**src/design/xbus_pkg.sv**
```systemverilog
// bus widths, address map and request/response structs shared by the xbus slaves and bench
`default_nettype none

package xbus_pkg;

   // bus geometry
   localparam int addr_bits = 22;
   localparam int data_bits = 32;

   // address map
   // everything below ram_limit belongs to the ram slave
   localparam logic [addr_bits-1:0] ram_limit = 22'o1100_0000;

   // words actually backed by the controller store
   localparam int store_words = 4096;
   localparam int store_bits  = $clog2(store_words);

   // wait-state register, transfer counter sits one word above it
   localparam logic [addr_bits-1:0] cfg_base = 22'o1777_7700;

   // controller wait states
   localparam int                   wait_bits  = 4;
   localparam logic [wait_bits-1:0] wait_reset = 4'd2;

   // master request, held until ack
   typedef struct packed {
      logic [addr_bits-1:0] addr;
      logic [data_bits-1:0] data;
      logic                 req;
      logic                 write;
   } xbus_req_t;

   // slave answer
   // ack is a one-cycle pulse, decode follows the address only
   typedef struct packed {
      logic [data_bits-1:0] data;
      logic                 ack;
      logic                 decode;
   } xbus_rsp_t;

   // level strobes from the ram slave down to the controller
   typedef struct packed {
      logic [addr_bits-1:0] addr;
      logic [data_bits-1:0] data;
      logic                 rd;
      logic                 wr;
   } mem_req_t;

   // controller answer, ready for reads and done for writes
   typedef struct packed {
      logic [data_bits-1:0] data;
      logic                 ready;
      logic                 done;
   } mem_rsp_t;

endpackage

`default_nettype wire

```
**src/design/xbus_resp_mux.sv**
```systemverilog
// response select for the xbus, passes on the answer of whichever slave decodes the address
`default_nettype none

module xbus_resp_mux (
   input  xbus_pkg::xbus_rsp_t ram_rsp,
   input  xbus_pkg::xbus_rsp_t cfg_rsp,
   output xbus_pkg::xbus_rsp_t bus_rsp
);

   // the two address ranges never overlap, so the order here is arbitrary
   // an unmapped address gives all zeros and decode low, so it never acks
   always_comb begin
      if (ram_rsp.decode) begin
         bus_rsp = ram_rsp;
      end else if (cfg_rsp.decode) begin
         bus_rsp = cfg_rsp;
      end else begin
         bus_rsp = '0;
      end
   end

endmodule

`default_nettype wire

```
**config.mk**
```make
export PLATFORM = sky130hd
export DESIGN_NAME = xbus_resp_mux
export DESIGN_NICKNAME = d
export VERILOG_FILES = /design/src/design/xbus_pkg.sv /design/src/design/xbus_resp_mux.sv
export SDC_FILE = /design/constraint.sdc
export NUM_CORES = 1
export LEC_CHECK = 0
export ABC_AREA = 1
export BUFFER_PORTS_ARGS = -buffer_cell sky130_fd_sc_hd__buf_2
export CAP_MARGIN = 20
export CORE_UTILIZATION = 30
export DETAILED_ROUTE_END_ITERATION = 16
export PLACE_DENSITY = 0.93
export SLEW_MARGIN = 15
export SYNTH_ARGS = -nofsm -noshare
export SYNTH_HDL_FRONTEND = slang
export SYNTH_SLANG_ARGS = --single-unit
```
**constraint.sdc**
```tcl
create_clock -name vclk -period 1.4
set_clock_uncertainty 0.1 [all_clocks]
set_input_delay 0.14 -clock vclk [all_inputs]
set_output_delay 0.14 -clock vclk [all_outputs]
set_load 0.03 [all_outputs]
```
### Word-level counts from Yosys, hierarchy flattened

Index checks and enable logic that the tools add are counted.

| operators by class | value |
|---|---|
| $add $sub $neg | 0 |
| multiply operators | 0 |
| div/mod/pow operators | 0 |
| order comparisons | 0 |
| equal/unequal tests | 0 |
| shift operators | 0 |
| multiplexer cells | 2 |
| bitwise logic cells | 0 |
| reductions and logical operators | 0 |

Operator list:

| kind | count |
|---|---|
| $mux W34 | 2 |

| word-level totals | value |
|---|---|
| flip-flop bits (word level) | 0 |
| bits in latches | 0 |
| RAM bits | 0 |
| bits in read-only memories | 0 |
| input bits | 68 |
| logic and storage cells | 2 |
| memories kept | 0 |

### Logic depth before layout (Yosys ltp)

| logic depth | value |
|---|---|
| depth in word-level cells | 2 |
| mapped depth | 5 |
| gate-level depth less buffers | 3 |

### Least setup slack after synthesis

OpenSTA, ideal clock, no wires.

| path | value |
|---|---|
| kind | input-to-output |
| start | input ram_rsp[0] (netlist name) |
| end | output bus_rsp[10] (netlist name) |
| arrival time | 0.718 ns |
| path slack | 0.442 ns |
| stages on the path | 5 |
| path buffers | 2 |
| path through | buf_6 -> inv_8 -> buf_12 -> nand3_2 -> nand2_1 |

RTL lines:

| what | line | source |
|---|---|---|
| start: declaration | xbus_resp_mux.sv:5 | `input xbus_pkg::xbus_rsp_t ram_rsp,` |
| end: declaration | xbus_resp_mux.sv:7 | `output xbus_pkg::xbus_rsp_t bus_rsp` |

==> results.yml <==
timing:
  max_slew_margin: 0.861
  setup_viol: 0
  holdWs_ns: 0.524
  tns_ns: 0
  fin_crit_sh: 0.812
  worst_slack_ns: 0.263
  max_freq_mhz: 880
  slew_viol_final: 0
  fin_crit_ns: 1.14
  worst_pin_slew_ns: 0.209
  hold_viol: 0
  rsz0062_at_grt: "no"
layout:
  area_growth_pct: 75.9
  nFlopsAndLatches: 0
  drive_gt1_frac: 0.570
  nNetsFinal: 277
  final_cell_mix: "buf_2, nand2_1, nand3_1"
  seqCellArea_um2: 0
  diodes: 0
  fin_area_um2: 1050
  clkbuf_count: 0
  final_core_util: 0.584
  final_common_cell: "buf_2"
setup_path:
  path_cells: "buf_2 -> buf_4 -> nand2_1 -> nand2_1 -> buf_2"
  path_class: "in -> out"
  cp_slowest_cell: "buf_4"
  arrival_ns: 0.90
  end_kind: "output pin"
  critPathLaunchType: "primary input"
  cp_max_fo: 17
  critical-path-max-stage-delay_ns: 0.24
  required_ns: 1.16
floorplan:
  placementRows: 15
  start_util: 0.332
  coreArea_um2: 1800
  die_area_um2: 2180
  ios: 102
  die_x_um: 46.7
  die_h_um: 46.7
pwr:
  p_int_w: 0.000162
  comb_power_share: 1.000
  leakagePower_nw: 0.734
  p_seq_frac: 0
  ir_drop_mv: 0.261
  power_frac_clock: 0
  power_switching_w: 0.000279
  swShare: 0.633
  power.density_nw_per_um2: 419
placement:
  numPortBuffers: 102
  pre_cts_ws_ns: 0.262
  post-dp-hpwl_mm: 1.73
  place_area_um2: 1050
  gp_congestion: 0.707
clock_tree:
  cts_setup_buffers: 0
  hold_buffers: 0
  post_cts_resized: 0
global_route:
  grt_overflow: 0
  grt_usage: 0.161
  grt_max_degree: 34
  grt_pass1_vias: 741
  grt_pass1_wl_mm: 2.74
  antenna_found_initial: 0
drt:
  vias_per_cell: 4.38
  wire_per_inst_um: 8.81
  drt_iter0_drc: 12
  drt-pass1-iter-count: 4
  drc: 0
  vias: 1016
  ant_nets: 0
  drt-total-wl_mm: 2.05
logic_synthesis:
  syn_inst: 112
  postSynthNetCount: 180
  ys_warn_count: 0
  syn_area_um2: 598
  yosysUniqueCellTypes: 9
  synth-seq-area-share: 0
  avgSynthCellArea_um2: 5.34
worst_hold_path:
  hp-class: "in -> out"
flow_run:
  maxCapViolations: 0
outcome:
  status: "finished, final reports clean"
==> through the flow <==
stage | instances | power [W]
final | 232 | 0.000441
after global routing | 232 | 0.000480
after CTS | 232 | 0.000444
after detailed placement | 232 | 0.000443
after global placement | 232 | 0.000440
after floorplan | 112 | 0.000296
==> worst paths after layout <==
path / startpoint / end / cells past startpoint / slack, ns
setup / recovery: ram_rsp[0] / bus_rsp[17] / 5 / 0.26
hold / removal: ram_rsp[1] / bus_rsp[1] / 4 / 0.52
==> routing by layer <==
metal  part of all wire  vias up  track usage
li1                   -      549            -
met1               0.40      419        0.207
met2               0.52       48        0.308
met3              0.073        0      0.00392
met4                  0        0      0.00571
met5                  0        -            0
==> Yosys cell counts, drive strengths merged <==
cell,instances,share of area
inv,1,0.019
buf,11,0.20
nand2,66,0.41
nand3,33,0.36
or2,1,0.010
==> critical path: cells and delay by family <==
kind | cells | cell delay (ns)
buf+inv | 3 | 0.62
simple gates | 2 | 0.14
==> power groups by stage <==
stage          clock [W]  combinational [W]  sequential [W]
6_report               0           0.000441               0
4_1_cts                0           0.000444               0
3_3_place_gp           0           0.000440               0
5_1_grt                0           0.000480               0
3_5_place_dp           0           0.000443               0
2_1_floorplan          0           0.000296               0
==> layout make-up <==
class / count / area (um^2)
Tap cell: 25 / 31.3
Multi-Input combinational cell: 100 / 469
Fill cell: 190 / 749
Timing Repair Buffer: 106 / 541
Inverter: 1 / 11.3
==> logic make-up (layout without fill, tap and decap cells) <==
family / Yosys count / after routing / share of synthesized area
buffers and inverters: 12 / 107 / 0.215
and+or+nand+nor: 100 / 100 / 0.785
Power figures use the tool's default switching activity.
