==> src/design/xbus_pkg.sv <==
// bus widths, address map and request/response structs shared by the xbus slaves and bench
`default_nettype none

package xbus_pkg;

   // bus geometry
   localparam int addr_bits = 22;
   localparam int data_bits = 32;

   // address map
   // everything below ram_limit belongs to the ram slave
   localparam logic [addr_bits-1:0] ram_limit = 22'o1100_0000;

   // words actually backed by the controller store
   localparam int store_words = 4096;
   localparam int store_bits  = $clog2(store_words);

   // wait-state register, transfer counter sits one word above it
   localparam logic [addr_bits-1:0] cfg_base = 22'o1777_7700;

   // controller wait states
   localparam int                   wait_bits  = 4;
   localparam logic [wait_bits-1:0] wait_reset = 4'd2;

   // master request, held until ack
   typedef struct packed {
      logic [addr_bits-1:0] addr;
      logic [data_bits-1:0] data;
      logic                 req;
      logic                 write;
   } xbus_req_t;

   // slave answer
   // ack is a one-cycle pulse, decode follows the address only
   typedef struct packed {
      logic [data_bits-1:0] data;
      logic                 ack;
      logic                 decode;
   } xbus_rsp_t;

   // level strobes from the ram slave down to the controller
   typedef struct packed {
      logic [addr_bits-1:0] addr;
      logic [data_bits-1:0] data;
      logic                 rd;
      logic                 wr;
   } mem_req_t;

   // controller answer, ready for reads and done for writes
   typedef struct packed {
      logic [data_bits-1:0] data;
      logic                 ready;
      logic                 done;
   } mem_rsp_t;

endpackage

`default_nettype wire

==> src/design/xbus_cfg_regs.sv <==
// register slave at the top of the xbus map holding the wait-state count and transfer counter
`default_nettype none

module xbus_cfg_regs (
   input  logic                             clk,
   input  logic                             reset,
   input  xbus_pkg::xbus_req_t              bus_req,
   input  logic                             xfer_done,
   output logic [xbus_pkg::wait_bits-1:0]   wait_states,
   output xbus_pkg::xbus_rsp_t              cfg_rsp
);
   import xbus_pkg::*;

   logic                 sel_wait;
   logic                 sel_count;
   logic                 cfg_decode;
   logic                 ack_q;
   logic                 wr_wait;
   logic                 wr_count;
   logic [wait_bits-1:0] wait_q;
   logic [data_bits-1:0] count_q;
   logic [data_bits-1:0] read_data;

   assign sel_wait   = bus_req.addr == cfg_base;
   assign sel_count  = bus_req.addr == cfg_base + addr_bits'(1);
   assign cfg_decode = sel_wait | sel_count;

   // request is still held during the ack cycle, so writes use the live bus
   assign wr_wait  = ack_q & bus_req.req & bus_req.write & sel_wait;
   assign wr_count = ack_q & bus_req.req & bus_req.write & sel_count;

   // one cycle to ack, never two acks for one held request
   always_ff @(posedge clk) begin
      if (reset) begin
         ack_q <= 1'b0;
      end else begin
         ack_q <= bus_req.req & cfg_decode & ~ack_q;
      end
   end

   always_ff @(posedge clk) begin
      if (reset) begin
         wait_q <= wait_reset;
      end else if (wr_wait) begin
         wait_q <= bus_req.data[wait_bits-1:0];
      end
   end

   // any write clears, and the clear beats a coinciding transfer
   always_ff @(posedge clk) begin
      if (reset) begin
         count_q <= '0;
      end else if (wr_count) begin
         count_q <= '0;
      end else if (xfer_done) begin
         count_q <= count_q + 1'b1;
      end
   end

   // wait count reads back zero-extended
   assign read_data = sel_wait ? data_bits'(wait_q) : count_q;

   assign wait_states = wait_q;

   assign cfg_rsp = '{
      data:   read_data,
      ack:    ack_q,
      decode: cfg_decode
   };

endmodule

`default_nettype wire

==> config.mk <==
export PLATFORM = sky130hd
export DESIGN_NAME = xbus_cfg_regs
export DESIGN_NICKNAME = d
export VERILOG_FILES = /design/src/design/xbus_pkg.sv /design/src/design/xbus_cfg_regs.sv
export SDC_FILE = /design/constraint.sdc
export NUM_CORES = 1
export LEC_CHECK = 0
export ABC_AREA = 1
export BUFFER_PORTS_ARGS = -buffer_cell sky130_fd_sc_hd__buf_4
export CAP_MARGIN = 20
export CORE_MARGIN = 2
export CORE_UTILIZATION = 52
export DETAILED_ROUTE_END_ITERATION = 8
export GPL_TIMING_DRIVEN = 1
export PLACE_DENSITY = 0.83
export SLEW_MARGIN = 20
export SYNTH_ARGS = -nofsm -noshare
export SYNTH_HDL_FRONTEND = slang
export SYNTH_SLANG_ARGS = --single-unit
==> constraint.sdc <==
create_clock -name clk -period 2.3 [get_ports clk]
set_input_delay 0.46 -clock clk [delete_from_list [all_inputs] [get_ports clk]]
set_output_delay 0.46 -clock clk [all_outputs]
set_load 0.02 [all_outputs]
Word-level counts from Yosys, hierarchy flattened

Cells that the tools add are included.

Register bits after elaboration: 37
Output and inout port bits: 38
Logic and storage cells: 16

Add/subtract/negate cells: 1
Eq/ne operators: 2
Muxes and demuxes: 1
Bitwise logic cells: 8
Reductions and logical operators: 1

Operator list:

| kind                    | count |
|---|---|
| $eq A22 B22 Y1 const B  | 2 |
| $add A32 B1 Y32 const B | 1 |
| $mux W32                | 1 |
| $and A1 B1 Y1           | 6 |
| $reduce_or A2 Y1        | 1 |
| $not A1 Y1              | 1 |
| $or A1 B1 Y1            | 1 |

Logic depth before layout (Yosys ltp)

Gate-level depths: netlist of the first run.

Depth after elaboration: 4
Depth in mapped cells: 10
Mapped depth without buffers: 10

Worst setup path after synthesis of the first run

OpenSTA, ideal clock, no wires.

Path kind: input -> output
From: in bus_req[39] (netlist bit)
To: out cfg_rsp[2] (netlist bit)
Arrival: 1.604 ns
Setup slack: 0.236 ns
Stages: 5
Path buffers: 0
Cell sequence: nor2_2 -> nand3_2 -> nor3b_1 -> nand2_1 -> o21ai_0

RTL lines:

| element     | line                | RTL |
|---|---|---|
| from (decl) | xbus_cfg_regs.sv:7  | `input xbus_pkg::xbus_req_t bus_req,` |
| to (decl)   | xbus_cfg_regs.sv:10 | `output xbus_pkg::xbus_rsp_t cfg_rsp` |

==> results of run 1 <==
## metrics by stage
| step | power [mW] | std cells | utilization, % |
|---|---|---|---|
| 2_1_floorplan | 0.694 | 373 | - |
| 3_3_place_gp | 0.744 | 489 | 65.8 |
| 3_5_place_dp | 0.746 | 489 | 65.8 |
| 4_1_cts | 1.19 | 496 | 67.8 |
| 5_1_grt | 1.23 | 496 | 68.0 |
| 6_report | 1.19 | 496 | 68.0 |
## layout make-up
cell class / instances / area (um2)
fill: 389 / 1380
clock buffer: 7 / 86.3
multi-input combinational: 273 / 1280
timing repair buffer: 71 / 533
sequential: 37 / 741
inverter: 56 / 210
tap: 52 / 65.1
## metal layers
layer | global-route usage (%) | share of wire (%) | vias to the layer above
li1 | - | - | 1273
met1 | 27.8 | 43 | 1084
met2 | 42.5 | 49 | 68
met3 | 5.48 | 6.3 | 10
met4 | 8.33 | 1.4 | 0
met5 | 0 | 0 | -
## cells in the final DEF, fill, tap and decap left out, types with 2 or more instances in the layout
master / count
a21oi_1: 8
buf_4: 71
clkbuf_8: 6
dfxtp_1: 37
inv_1: 56
nand2_1: 99
nand3_1: 24
nand3_2: 2
nand3b_1: 2
nand4_1: 9
nor2_1: 81
nor2_2: 15
nor2_4: 2
nor3_1: 5
o21ai_0: 8
xor2_1: 13
## cell families (layout without fill, tap and decap cells)
group                      Yosys count  in the layout  share of synthesized area, %
and+or+nand+nor                    242            242                          46.5
buffers and inverters               63            134                          11.5
DFF                                 37             37                          32.5
AOI/OAI and AO/OA                   16             16                          3.51
xor gates and xnor gates            14             14                          5.38
adders and majority gates            1              1                         0.549
## flip-flops by register name (all words and copies together), names as in the netlist
signal and flops:
count_q 32, ack_q 1, wait_states 4
## what timing repair did
item	CTS	global route
gates resized for setup	0	2
setup buffers	0	0
endpoints found under the setup margin	0	4
hold endpoints to repair	0	0
## critical path, stage by stage
cell and delay (ns):
buf_4 0.11, nor2_2 0.10, nand3_2 0.13, nor4_4 0.31, buf_4 0.28, nor2_1 0.07, buf_4 0.16
## worst max path at each step
stage | start | slack, ns | endpoint
3_5_place_dp | bus_req[39] | 0.12 | cfg_rsp[2]
5_1_grt | bus_req[39] | 0.09 | cfg_rsp[10]
6_report | bus_req[39] | 0.21 | cfg_rsp[11]
2_1_floorplan | bus_req[39] | 0.24 | cfg_rsp[2]
4_1_cts | bus_req[39] | 0.12 | cfg_rsp[2]
3_3_place_gp | bus_req[39] | 0.19 | cfg_rsp[5]
## where the power goes
group	switching (mW)	total (mW)	internal (mW)
clock network	0.223	0.461	0.238
logic	0.0382	0.0847	0.0465
registers	0.00366	0.647	0.643
total	0.265	1.19	0.928
==> impl_metrics.tcl, run 1 <==
set metrics [dict create \
    ys_seq_area_share_pct 32.5 \
    viasPerCell 4.91 \
    setup-tns-final_ns 0 \
    status "complete, no violations" \
    die_x_um 70.2 \
    irDropWorstVdd_uv 382 \
    drive_above_1_share_pct 22.3 \
    setup-violations-final 0 \
    finalHoldViolations 0 \
    die_area_um2 4930 \
    synthFlopType "dfxtp_1" \
    pre_cts_slack_ns 0.120 \
    synth_cell_types 21 \
    grt_max_degree 32 \
    setup_slack_ns 0.208 \
    syn_inst 373 \
    synth-edff-count 0 \
    clockBufferDepth 2 \
    r2r_slack_ns 0.64 \
    cts_made_buffers 5 \
    ant_nets 0 \
    start_util_pct 53.1 \
    track_usage_pct 23.8 \
    endpoint_kind "primary output" \
    leakagePower_nw 1.29 \
    wl_um 5490 \
    maxSlewViolCount 0 \
    gp_congestion 0.853 \
    clkSlewWorstSetupHoldPaths_ns 0.07 \
    r2r_end "count_q[22]$_SDFFE_PP0P_" \
    grt_overflow 0 \
    max_freq_mhz 478 \
    final_nets 504 \
    layout_min_cycle_time_ns 2.09 \
    r2r_start "count_q[0]$_SDFFE_PP0P_" \
    clockRootBuffer "clkbuf_8" \
    antenna_found_initial 0 \
    drv_cap 0 \
    cts_tree "yes" \
    period_share_pct 90.9 \
    design_area_um2 2920 \
    synth_nets 433 \
    synth_seq_cells 37 \
    io_buffer_count 68 \
    p_per_area_nw_per_um2 409 \
    core_area_um2 4290 \
    dp_hpwl_um 4350 \
    io_pins 97 \
    critical_path_class "in2out" \
    worstPathRequired_ns 1.84 \
    clock-sinks 37 \
    grt_pass1_vias 2392 \
    firstDrtPassIters 4 \
    synthTopCellsByCount "nand2_1 (100), nor2_1 (81), inv_1 (56)" \
    clock_latency_ns 0.29 \
    die_h_um 70.2 \
    synth.most_common_cell "nand2_1" \
    synthTopCellsByArea "dfxtp_1 (32%), nand2_1 (16%), nor2_1 (13%)" \
    synthArstFlopShare_pct 0 \
    tightest_slew_ns 0.341 \
    h-tree-depth 2 \
    antennaDiodeCount 0 \
    synthesis.area_um2 2280 \
    arrival_ns 1.63 \
    syn_to_final_growth_pct 28.0 \
    slew_headroom_pct 77.3 \
    crit_path_max_fanout 16 \
    hold_buffers 0 \
    syn_area_per_cell_um2 6.11 \
    dr.first_iter.drc_count 145 \
    skew_ns 0.00176 \
    drt_drc_violations_left 0 \
    min-delay-start "reset" \
    rsz0062_at_grt "no" \
    yosysTopAreaCellShare_pct 32.5 \
    vias 2435 \
    critPathLaunchType "primary input" \
    hold_ws_ns 0.397 \
    synth.largest_area_cell "dfxtp_1" \
    reg2regPathDepth 8 \
    grt_pass1_wl_um 9610 \
    hp-class "in2reg" \
    min_to "ack_q$_SDFF_PP0_" \
    rows 24 \
    routedWlPerCell_um 11.1 \
    whs_path_depth 4 \
    dpl_cell_area_um2 2830 \
    yosysWarnings 0 \
]
Power figures use the tool's default switching activity.
==> run 2, diff against run 1 <==
--- a/config.mk
+++ b/config.mk
@@ -5,14 +5,15 @@
 export SDC_FILE = /design/constraint.sdc
 export NUM_CORES = 1
 export LEC_CHECK = 0
-export ABC_AREA = 1
+export ABC_AREA = 0
 export BUFFER_PORTS_ARGS = -buffer_cell sky130_fd_sc_hd__buf_4
 export CAP_MARGIN = 20
 export CORE_MARGIN = 2
-export CORE_UTILIZATION = 52
+export CORE_UTILIZATION = 50
 export DETAILED_ROUTE_END_ITERATION = 8
 export GPL_TIMING_DRIVEN = 1
-export PLACE_DENSITY = 0.83
+export PLACE_DENSITY = 0.82
+export REMOVE_ABC_BUFFERS = 1
 export SLEW_MARGIN = 20
 export SYNTH_ARGS = -nofsm -noshare
 export SYNTH_HDL_FRONTEND = slang
==> impl_metrics.tcl, run 2 <==
set metrics [dict create \
    largest_reg_flops 32 \
    gp_congestion 0.792 \
    synthArstFlopShare_pct 0 \
    dp_hpwl_um 3810 \
    clkSlewWorstSetupHoldPaths_ns 0.07 \
    dr.first_iter.drc_count 128 \
    clockRootBuffer "clkbuf_8" \
    synth-edff-count 0 \
    synth.largest_area_cell "dfxtp_1" \
    r2r_start "count_q[0]$_SDFFE_PP0P_" \
    vias 2213 \
    final_common_cell "buf_4" \
    synth_seq_cells 37 \
    die_area_um2 4650 \
    critPathLaunchType "primary input" \
    cts_tree "yes" \
    rows 23 \
    routedWlPerCell_um 14.5 \
    finish.utilization_pct 77.3 \
    stdcell_count 383 \
    setup_slack_ns -0.524 \
    period_share_pct 123 \
    synthFlopType "dfxtp_1" \
    endpoint_kind "primary output" \
    setup-violations-final 33 \
    grt_pass1_vias 2026 \
    r2r_end "count_q[28]$_SDFFE_PP0P_" \
    setup-tns-final_ns -15.58 \
    leakagePower_nw 1.23 \
    antenna_found_initial 0 \
    violations "setup timing" \
    arrival_ns 2.36 \
    ant_nets 0 \
    synthTopCellsByArea "dfxtp_1 (36%), nor2b_1 (6.7%), or4_1 (5.8%)" \
    r2r_slack_ns 0.07 \
    min_to "wait_states[0]$_SDFFE_PP0P_" \
    rsz0062_at_grt "yes" \
    syn_to_final_growth_pct 48.8 \
    grt_pass1_wl_um 8950 \
    maxSlewViolCount 0 \
    grt_max_degree 33 \
    die_h_um 68.2 \
    synth_cell_types 36 \
    finalHoldViolations 0 \
    fillers 251 \
    firstDrtPassIters 5 \
    yosysWarnings 0 \
    final_cell_mix "buf_4 (66), dfxtp_1 (37), a21oi_1 (21), buf_6 (21)" \
    status "complete, but fails checks" \
    track_usage_pct 25.3 \
    clock_latency_ns 0.29 \
    multi_input_area_um2 1290 \
    io_pins 97 \
    tightest_slew_ns 0.629 \
    slew_headroom_pct 57.7 \
    register_area_um2 741 \
    viasPerCell 5.78 \
    cts_made_buffers 5 \
    syn_area_per_cell_um2 8.28 \
    hold_ws_ns 0.382 \
    max_freq_mhz 354 \
    synthesis.area_um2 2060 \
    layout_min_cycle_time_ns 2.82 \
    hold_buffers 0 \
    drv_cap 0 \
    drt_drc_violations_left 0 \
    crit_path_max_fanout 4 \
    p_per_area_nw_per_um2 434 \
    io_buffer_count 68 \
    grt_overflow 0 \
    synth.most_common_cell "dfxtp_1" \
    final_nets 392 \
    wl_um 5560 \
    critical_path_class "in2out" \
    whs_path_depth 2 \
    hp-class "in2reg" \
    reg2regPathDepth 6 \
    top_register "count_q" \
    worstPathRequired_ns 1.84 \
    drive_above_1_share_pct 34.8 \
    yosysTopAreaCellShare_pct 35.9 \
    irDropWorstVdd_uv 421 \
    clockBufferDepth 2 \
    ys_seq_area_share_pct 35.9 \
    start_util_pct 51.9 \
    place_inst 367 \
    syn_inst 249 \
    synthTopCellsByCount "dfxtp_1 (37), nor2b_1 (22), a21oi_1 (21)" \
    antennaDiodeCount 0 \
    core_area_um2 3970 \
    h-tree-depth 2 \
    min-delay-start "reset" \
    skew_ns 0.00583 \
    die_x_um 68.2 \
    clock-sinks 37 \
]
[run 2: power breakdown]
part / switching [mW] / total (mW) / internal, mW
sequential: 0.00565 / 0.650 / 0.644
combinational: 0.0414 / 0.102 / 0.0604
clock: 0.227 / 0.580 / 0.353
total: 0.274 / 1.33 / 1.06
[run 2: kinds of logic (layout without fill, tap and decap cells)]
kind of cell	Yosys count	count (layout)	share of synthesized area, %
DFF	37	37	35.9
buffers and inverters	20	104	4.73
muxes	5	5	2.67
adders and majority gates	1	1	0.607
AOI/OAI and AO/OA	44	44	12.3
xor gates and xnor gates	13	13	5.52
and+or+nand+nor	129	129	38.2
[run 2: worst max-delay path: stages]
cell and delay, ns:
buf_6 0.09, or4_4 0.52, or4_4 0.46, nor4_4 0.18
buf_4 0.21, mux2_4 0.31, buf_6 0.13
[run 2: area by class of cell]
cell class	instances	share of cell area (%)
timing repair buffer	92	27.5
clock inverter	1	0.978
clock buffer	7	2.81
sequential	37	24.1
inverter	4	0.489
tap	50	2.04
multi-input combinational	192	42.0
[run 2: metrics by stage]
stage | instance area [um2] | power (mW) | setup slack (ns)
after floorplan | 1980 | 0.692 | -0.984
after global placement | 2710 | 0.752 | -0.666
after detailed placement | 2710 | 0.755 | -0.683
after CTS | 3010 | 1.33 | -0.651
after global routing | 3070 | 1.37 | -0.561
final | 3070 | 1.33 | -0.524
[run 2: worst max-delay path by stage]
stage,endpoint,depth (start not counted),slack (ns),start
after floorplan,cfg_rsp[2],4,-0.98,bus_req[35]
after global placement,cfg_rsp[4],7,-0.67,bus_req[35]
after detailed placement,cfg_rsp[4],7,-0.68,bus_req[35]
after CTS,cfg_rsp[4],7,-0.65,bus_req[39]
after global routing,cfg_rsp[4],7,-0.56,bus_req[39]
final,cfg_rsp[4],7,-0.52,bus_req[39]
[run 2: repair_timing]
action                     in CTS  in global routing
pin swaps                       4                  1
setup buffers                   7                  0
gates cloned                    1                  0
resized for setup              25                 15
setup endpoints to repair      33                 34
hold endpoints to repair        0                  0
[run 2: per-layer routing]
metal	share of wire, %	vias up	wire length, um	GRT usage [%]
met5	0	-	0	0
met4	0.99	0	55	7.50
met3	6.2	6	342	5.59
met2	52	81	2880	45.5
met1	41	1035	2290	29.9
li1	-	1091	-	-
==> run 3, diff against run 2 <==
--- a/config.mk
+++ b/config.mk
@@ -6,7 +6,7 @@
 export NUM_CORES = 1
 export LEC_CHECK = 0
 export ABC_AREA = 0
-export BUFFER_PORTS_ARGS = -buffer_cell sky130_fd_sc_hd__buf_4
+export BUFFER_PORTS_ARGS = -buffer_cell sky130_fd_sc_hd__buf_2
 export CAP_MARGIN = 20
 export CORE_MARGIN = 2
 export CORE_UTILIZATION = 50
==> impl_metrics.tcl, run 3 (synthesized netlist as in run 2, its figures left out) <==
set metrics [dict create \
    clock-sinks 37 \
    finish.utilization_pct 71.0 \
    antennaDiodeCount 0 \
    die_x_um 68.2 \
    layout_min_cycle_time_ns 2.83 \
    drive_above_1_share_pct 32.3 \
    clkPwrFrac_pct 44.6 \
    irDropWorstVdd_uv 362 \
    die_h_um 68.2 \
    worstPathRequired_ns 1.84 \
    core_area_um2 3970 \
    max_freq_mhz 353 \
    clockBufferDepth 2 \
    setup-violations-final 33 \
    wl_um 5420 \
    rsz0062_at_grt "yes" \
    drt_drc_violations_left 0 \
    skew_ns 0.0119 \
    final_common_cell "buf_2" \
    antenna_found_initial 0 \
    pre_cts_slack_ns -0.654 \
    arrival_ns 2.37 \
    r2r_slack_ns 0.16 \
    vias 2188 \
    dr.first_iter.drc_count 140 \
    switching_share_pct 21.3 \
    status "complete, but fails checks" \
    internal-power_mw 1.04 \
    slew_headroom_pct 57.9 \
    p_per_area_nw_per_um2 471 \
    clkSlewWorstSetupHoldPaths_ns 0.07 \
    cp_top_family "simple AND/OR/NAND/NOR gates" \
    hold_ws_ns 0.408 \
    critPathLaunchType "primary input" \
    ant_nets 0 \
    endpoint_kind "primary output" \
    finalHoldViolations 0 \
    critical_path_class "in2out" \
    rows 23 \
    cts_tree "yes" \
    track_usage_pct 24.6 \
    hp-class "in2reg" \
    final_nets 390 \
    grt_overflow 0 \
    firstDrtPassIters 4 \
    die_area_um2 4650 \
    cts_made_buffers 5 \
    io_buffer_count 68 \
    tightest_slew_ns 0.625 \
    clock_latency_ns 0.30 \
    crit_path_max_fanout 4 \
    crit_chain "buf_6, or4_4, or4_4, nor4_4, buf_4, mux2_4, buf_6" \
    gp_congestion 0.790 \
    maxSlewViolCount 0 \
    hold_buffers 0 \
    viasPerCell 5.74 \
    path_buf_inv 3 \
    routedWlPerCell_um 14.2 \
    grt_max_degree 33 \
    period_share_pct 123 \
    top_register "count_q" \
    dp_hpwl_um 3740 \
    io_pins 97 \
    violations "setup timing" \
    setup_slack_ns -0.534 \
    h-tree-depth 2 \
    grt_pass1_vias 2048 \
    clockRootBuffer "clkbuf_8" \
    pwr-share-seq_pct 48.8 \
    p_comb_share_pct 6.6 \
    leakagePower_nw 1.18 \
    largest_reg_flops 32 \
    grt_pass1_wl_um 8660 \
    drv_cap 0 \
    start_util_pct 51.9 \
    p_switching_uw 283 \
    final_cell_mix "buf_2 (46), dfxtp_1 (37), buf_4 (31), nor2b_1 (22), a21oi_1 (21)" \
    syn_to_final_growth_pct 36.7 \
    slowest_delay_ns 0.52 \
    cpMaxStageDelayCell "or4_4" \
]
## run 3: stage by stage
step                      power (mW)  area (um2)  std cells  TNS (ns)
after floorplan                0.692        1980        233    -28.45
after global placement         0.737        2530        366    -16.76
after detailed placement       0.741        2530        366    -16.91
after CTS                       1.33        2740        376    -18.22
after global routing            1.37        2820        381    -16.52
final                           1.33        2820        381    -14.98
## run 3: metal layers
layer  wire, um  global-route usage (%)  vias to the layer above
met5          0                       0                        -
met4         76                    10.8                        0
met3        319                    7.07                        8
met2       2790                    44.5                       81
met1       2230                    26.4                     1017
li1           -                       -                     1082
## run 3: final timing paths
check,startpoint,endpoint,cells past startpoint
max reg2reg,count_q[0]$_SDFFE_PP0P_,count_q[30]$_SDFFE_PP0P_,6
min reg2reg,count_q[31]$_SDFFE_PP0P_,count_q[31]$_SDFFE_PP0P_,2
min,reset,wait_states[3]$_SDFFE_PP0P_,2
max,bus_req[39],cfg_rsp[4],7
## run 3: cell type report
class | instances | area, um2
Fill cell | 332 | 1150
Multi-Input combinational cell | 192 | 1250
Clock inverter | 1 | 30.0
Tap cell | 50 | 62.6
Timing Repair Buffer | 90 | 636
Clock buffer | 7 | 86.3
Sequential cell | 37 | 741
Inverter | 4 | 15.0
## run 3: timing repair
action	in CTS	in global routing
gates cloned	0	0
pin swaps	4	1
buffers inserted	2	5
setup endpoints to repair	33	34
resized for setup	23	14
## run 3: power groups by stage
| stage | Clock, mW | Sequential, mW | Combinational (mW) |
|---|---|---|---|
| 2_1_floorplan | 0 | 0.662 | 0.0299 |
| 3_3_place_gp | 0 | 0.663 | 0.0744 |
| 3_5_place_dp | 0 | 0.663 | 0.0774 |
| 4_1_cts | 0.597 | 0.648 | 0.0868 |
| 5_1_grt | 0.622 | 0.649 | 0.0951 |
| 6_report | 0.592 | 0.648 | 0.0872 |
